`src/logic/lsq_pkg.sv`:
```
package lsq_pkg;

  // address and cache geometry
  parameter int ADDR_W      = 32;
  parameter int BANKS       = 8;
  parameter int BANK_BYTES  = 4;
  parameter int BANK_W      = 3;  // log2 of BANKS
  parameter int OFS_W       = 2;  // log2 of BANK_BYTES
  parameter int LINE_W      = ADDR_W - BANK_W - OFS_W;

  parameter int STORE_BYTES = 8;
  parameter int STORE_W     = STORE_BYTES * 8;

  // an 8 byte store at offset 3 reaches into a third bank
  parameter int LANE_BANKS  = 3;
  parameter int LANE_BYTES  = LANE_BANKS * BANK_BYTES;
  parameter int LANE_W      = LANE_BYTES * 8;

  // log2 of the byte count
  typedef logic [1:0] size_t;

  typedef union packed {
    logic [ADDR_W-1:0] byte_addr;
    struct packed {
      logic [LINE_W-1:0] line;
      logic [BANK_W-1:0] bank;
      logic [OFS_W-1:0]  ofs;
    } fld;
  } store_addr_u;

  typedef logic [BANKS-1:0]      bank_mask_t;  // one bit per bank written
  typedef logic [BANK_BYTES-1:0] byte_en_t;
  typedef logic [STORE_W-1:0]    store_data_t;
  typedef logic [LANE_W-1:0]     lane_data_t;

endpackage

```
`src/logic/store_queue.sv`:
```
module store_queue #(
  parameter int STQ_DEPTH = 16,
  localparam int TAG_W = $clog2(STQ_DEPTH)
) (
  input  logic                          clk,
  input  logic                          reset,
  input  logic                          sta_en,
  input  lsq_pkg::store_addr_u          sta_addr,
  input  lsq_pkg::size_t                sta_size,
  input  logic                          std_en,
  input  logic [TAG_W-1:0]              std_tag,
  input  lsq_pkg::store_data_t          std_data,
  input  logic [1:0]                    pop_cnt,
  output logic [TAG_W-1:0]              alloc_tag,
  output logic                          stq_full,
  output logic [1:0]                    head_valid,
  output lsq_pkg::store_addr_u [1:0]    head_addr,
  output lsq_pkg::size_t [1:0]          head_size,
  output lsq_pkg::store_data_t [1:0]    head_data
);

  // entry payload
  lsq_pkg::store_addr_u addr_mem [STQ_DEPTH];
  lsq_pkg::size_t       size_mem [STQ_DEPTH];
  lsq_pkg::store_data_t data_mem [STQ_DEPTH];

  logic [STQ_DEPTH-1:0] ready;  // data written
  logic [TAG_W-1:0]     head;
  logic [TAG_W-1:0]     head_next;
  logic [TAG_W-1:0]     tail;
  logic [TAG_W:0]       count;
  logic                 do_alloc;

  // pointer advance with wrap at the queue depth
  function automatic logic [TAG_W-1:0] ptr_add(input logic [TAG_W-1:0] ptr,
                                               input logic [1:0] inc);
    logic [TAG_W:0] sum;
    sum = {1'b0, ptr} + (TAG_W+1)'(inc);
    if (sum >= (TAG_W+1)'(STQ_DEPTH)) begin
      sum = sum - (TAG_W+1)'(STQ_DEPTH);
    end
    return sum[TAG_W-1:0];
  endfunction

  assign stq_full  = count == (TAG_W+1)'(STQ_DEPTH);
  assign do_alloc  = sta_en & ~stq_full;
  assign alloc_tag = tail;
  assign head_next = ptr_add(head, 2'd1);

  assign head_valid[0] = (count != '0) & ready[head];
  assign head_valid[1] = (count > (TAG_W+1)'(1)) & ready[head_next];

  assign head_addr[0] = addr_mem[head];
  assign head_addr[1] = addr_mem[head_next];
  assign head_size[0] = size_mem[head];
  assign head_size[1] = size_mem[head_next];
  assign head_data[0] = data_mem[head];
  assign head_data[1] = data_mem[head_next];

  always_ff @(posedge clk) begin
    if (reset) begin
      head  <= '0;
      tail  <= '0;
      count <= '0;
      ready <= '0;
    end else begin
      if (do_alloc) begin
        tail        <= ptr_add(tail, 2'd1);
        ready[tail] <= 1'b0;  // waits for its data
      end
      // a data write to the entry just allocated still wins
      if (std_en) begin
        ready[std_tag] <= 1'b1;
      end
      head  <= ptr_add(head, pop_cnt);
      count <= count + (TAG_W+1)'(do_alloc) - (TAG_W+1)'(pop_cnt);
    end
  end

  always_ff @(posedge clk) begin
    if (do_alloc) begin
      addr_mem[tail] <= sta_addr;
      size_mem[tail] <= sta_size;
    end
    if (std_en) begin
      data_mem[std_tag] <= std_data;
    end
  end

endmodule

```
`config.mk`:
```
export PLATFORM = sky130hd
export DESIGN_NAME = store_queue
export DESIGN_NICKNAME = d
export VERILOG_FILES = /design/src/logic/lsq_pkg.sv /design/src/logic/store_queue.sv
export SDC_FILE = /design/constraint.sdc
export NUM_CORES = 2
export LEC_CHECK = 0
export BUFFER_PORTS_ARGS = -buffer_cell sky130_fd_sc_hd__buf_2
export CORE_MARGIN = 3
export CORE_UTILIZATION = 56
export DETAILED_ROUTE_END_ITERATION = 10
export HOLD_SLACK_MARGIN = 0.03
export PLACE_DENSITY_LB_ADDON = 0.1
export SYNTH_ARGS = -nofsm -noshare
export SYNTH_HDL_FRONTEND = slang
export SYNTH_SLANG_ARGS = --single-unit
```
`constraint.sdc`:
```
create_clock -name clk -period 6.62 [get_ports clk]
set_clock_uncertainty 0.1 [all_clocks]
set_input_delay 1.324 -clock clk [delete_from_list [all_inputs] [get_ports clk]]
set_output_delay 1.324 -clock clk [all_outputs]
set_load 0.03 [all_outputs]
```
==> qor.yml <==
outcome: "finished, final reports clean"
dr.first_iter.drc_count: 3724
critPathMostFrequentCell: "mux4_2"
place_inst: 5203
drt-wirelength-per-cell_um: 33.6
cts-buffers-inserted: 164
crit_chain: "ha_4, buf_4, mux4_2, mux4_2, buf_2"
cts_hold_buf: 0
powerDensity_nw_per_um2: 321
nFillCells: 8548
grt.total_usage_pct: 28.0
post-route-min-period_ns: 5.81
max_stage_delay_ns: 1.03
hp-class: "register to register"
synth_cells: 3341
core_area_sq_um: 128000
start_kind: "register"
syn_avg_cell_area_sq_um: 21.8
dp_hpwl_um: 101000
wl_um: 185000
tightest_slew_ns: 1.29
synth_area_sq_um: 72900
synth.net_count: 3467
area_growth_syn_to_layout_pct: 12.1
cts_sinks: 1597
crit_type: "register to output port"
synth_edf_count: 1568
wl_met2_um: 96500
drt_pass1_iterations: 5
rrSetupSlack_ns: 3.03
async_reset_ff_share_pct: 0
p_total_uw: 26200
regArea_sq_um: 47700
cpLargestDelayFamily: "adder cells"
yosysWarnings: 0
highest_layer: "met5"
place_congestion: 0.792
place_area_sq_um: 76400
ys.flop_type: "edfxtp_1"
layout.nets: 3766
multi_input_area_sq_um: 23900
worst_setup_path_end_kind: "output port"
cpMaxStageDelayCell: "ha_4"
io_buffers: 310
die_y_um: 367
routed_via_density: 6.90
max-clock-path-buffers: 3
ctsRootBufferMaster: "clkbuf_16"
antenna_found_initial: 29
grt_first_pass_wirelength_um: 275000
drive_gt1_share_pct: 41.4
cts_tree: "built"
yosys_register_bits: 1597
yosys-top-cells-count: "edfxtp_1 (1568), mux4_2 (891), buf_2 (118)"
synth_cell_types: 36
synth_most_common_cell: "edfxtp_1"
report.final.slew_viol_count: 0
dieArea_sq_um: 135000
cts_resized: 0
synth_top_cell_area_share_pct: 64.6
vias: 38000
antenna_left: 0
std_cell_rows: 131
cp_num_buf_inv: 2
max-vdd-ir-drop_mv: 0.288
dp_slack_ns: 1.59
stdcell_area_sq_um: 81700
overflow: 0
final.period_utilization_pct: 87.7
cts.clk_slew.worst_paths_ns: 0.06
cts.htree.levels: 4
setup_violations: 0
p_leak_uw: 0.0254
num_io_pins: 311
netlist.top_cell.by_area: "edfxtp_1"
worstPathMaxFanout: 66
grt_max_degree: 144
postLayoutSetupSlackWorst_ns: 0.814
cts_setup_buffers: 0
hold_viol_final: 0
cp.arrival_ns: 4.38
fin_cells: 5508
die_x_um: 367
grt_pass1_vias: 40300
start_util_pct: 56.8
slew_headroom_pct: 13.8
fmax_mhz: 172
rsz0062_at_grt: "false"
tns_ns: 0
synth_area_leaders: "edfxtp_1 (65%), mux4_2 (28%), a211oi_1 (1.0%), mux2i_1 (0.97%), buf_2 (0.81%)"
drc_errors: 0
worstPathRequired_ns: 5.20
wl_met1_um: 66400
insertion_delay_ns: 0.77
cap_viol_max_count: 0
met3_length_um: 16700
yosysSeqAreaShare_pct: 65.4
==> power breakdown <==
part	switching [uW]	internal, uW
clock network	3770	5420
registers	158	11400
logic	3170	2350
total	7100	19100
==> final timing paths <==
check,start,endpoint,cells past startpoint
max reg2reg,count[3]$_SDFF_PP0_,count[4]$_SDFF_PP0_,13
max,head[1]$_SDFF_PP0_,head_data[92],5
min reg2reg,ready[14]$_SDFF_PP0_,ready[14]$_SDFF_PP0_,2
min,ready[14]$_SDFF_PP0_,ready[14]$_SDFF_PP0_,2
==> cell usage in the layout (no fill, tap or decap), types with 21 or more instances in the layout <==
master / instances
mux4_2: 891
a21oi_1: 91
nand2_1: 59
nor2_1: 26
clkbuf_16: 167
a31oi_1: 29
a211oi_1: 100
buf_2: 310
clkbuf_1: 27
and2_1: 71
buf_12: 27
clkinv_2: 28
clkinv_1: 33
dfxtp_1: 25
nor2b_1: 34
bufinv_16: 21
mux2i_1: 71
buf_4: 58
edfxtp_1: 1568
==> metal layers <==
| metal | global-route usage [%] | up-vias |
|---|---|---|
| met5 | 0 | - |
| met4 | 8.31 | 20 |
| met3 | 6.83 | 356 |
| met2 | 48.0 | 1771 |
| met1 | 35.9 | 20500 |
| li1 | - | 15300 |
==> registers in the layout, summed over array words and instances (netlist names) <==
register,count
addr_mem,512
alloc_tag,4
count,5
data_mem,1024
head,4
ready,16
size_mem,32
==> stage by stage <==
step	utilization (%)	hold slack, ns
after floorplan	-	0.369
after global placement	59.5	0.385
after detailed placement	59.5	0.400
after CTS	63.7	0.421
after global routing	63.7	0.449
final	63.7	0.425
==> worst min-delay path, delay by kind of cell, from the launching register on <==
family          cells  cell delay (ns)
simple gates        1             0.07
flops               1             0.35
compound gates      1             0.07
==> layout make-up <==
cell class | instances | area share [%]
repair buffers | 395 | 3.09
inverters | 32 | 0.150
well taps | 1729 | 2.65
flip-flops and latches | 1597 | 58.3
diodes | 13 | 0.0398
clock inverters | 98 | 1.26
clock buffers | 194 | 5.24
multi-input cells | 1450 | 29.2
==> cells by family (layout without fill, tap and decap cells) <==
group,count (synthesis),count (layout),synth area share (%)
multiplexers,962,962,28.5
other,0,13,0
XOR/XNOR,9,9,0.118
buffers and inverters,294,719,2.04
adder cells (fa/ha/maj),18,18,0.329
flip-flops,1597,1597,65.4
AND/OR/NAND/NOR,237,237,1.70
AO/OA/AOI/OAI,224,224,1.94
Note: power is estimated with default switching activity, not from simulation.
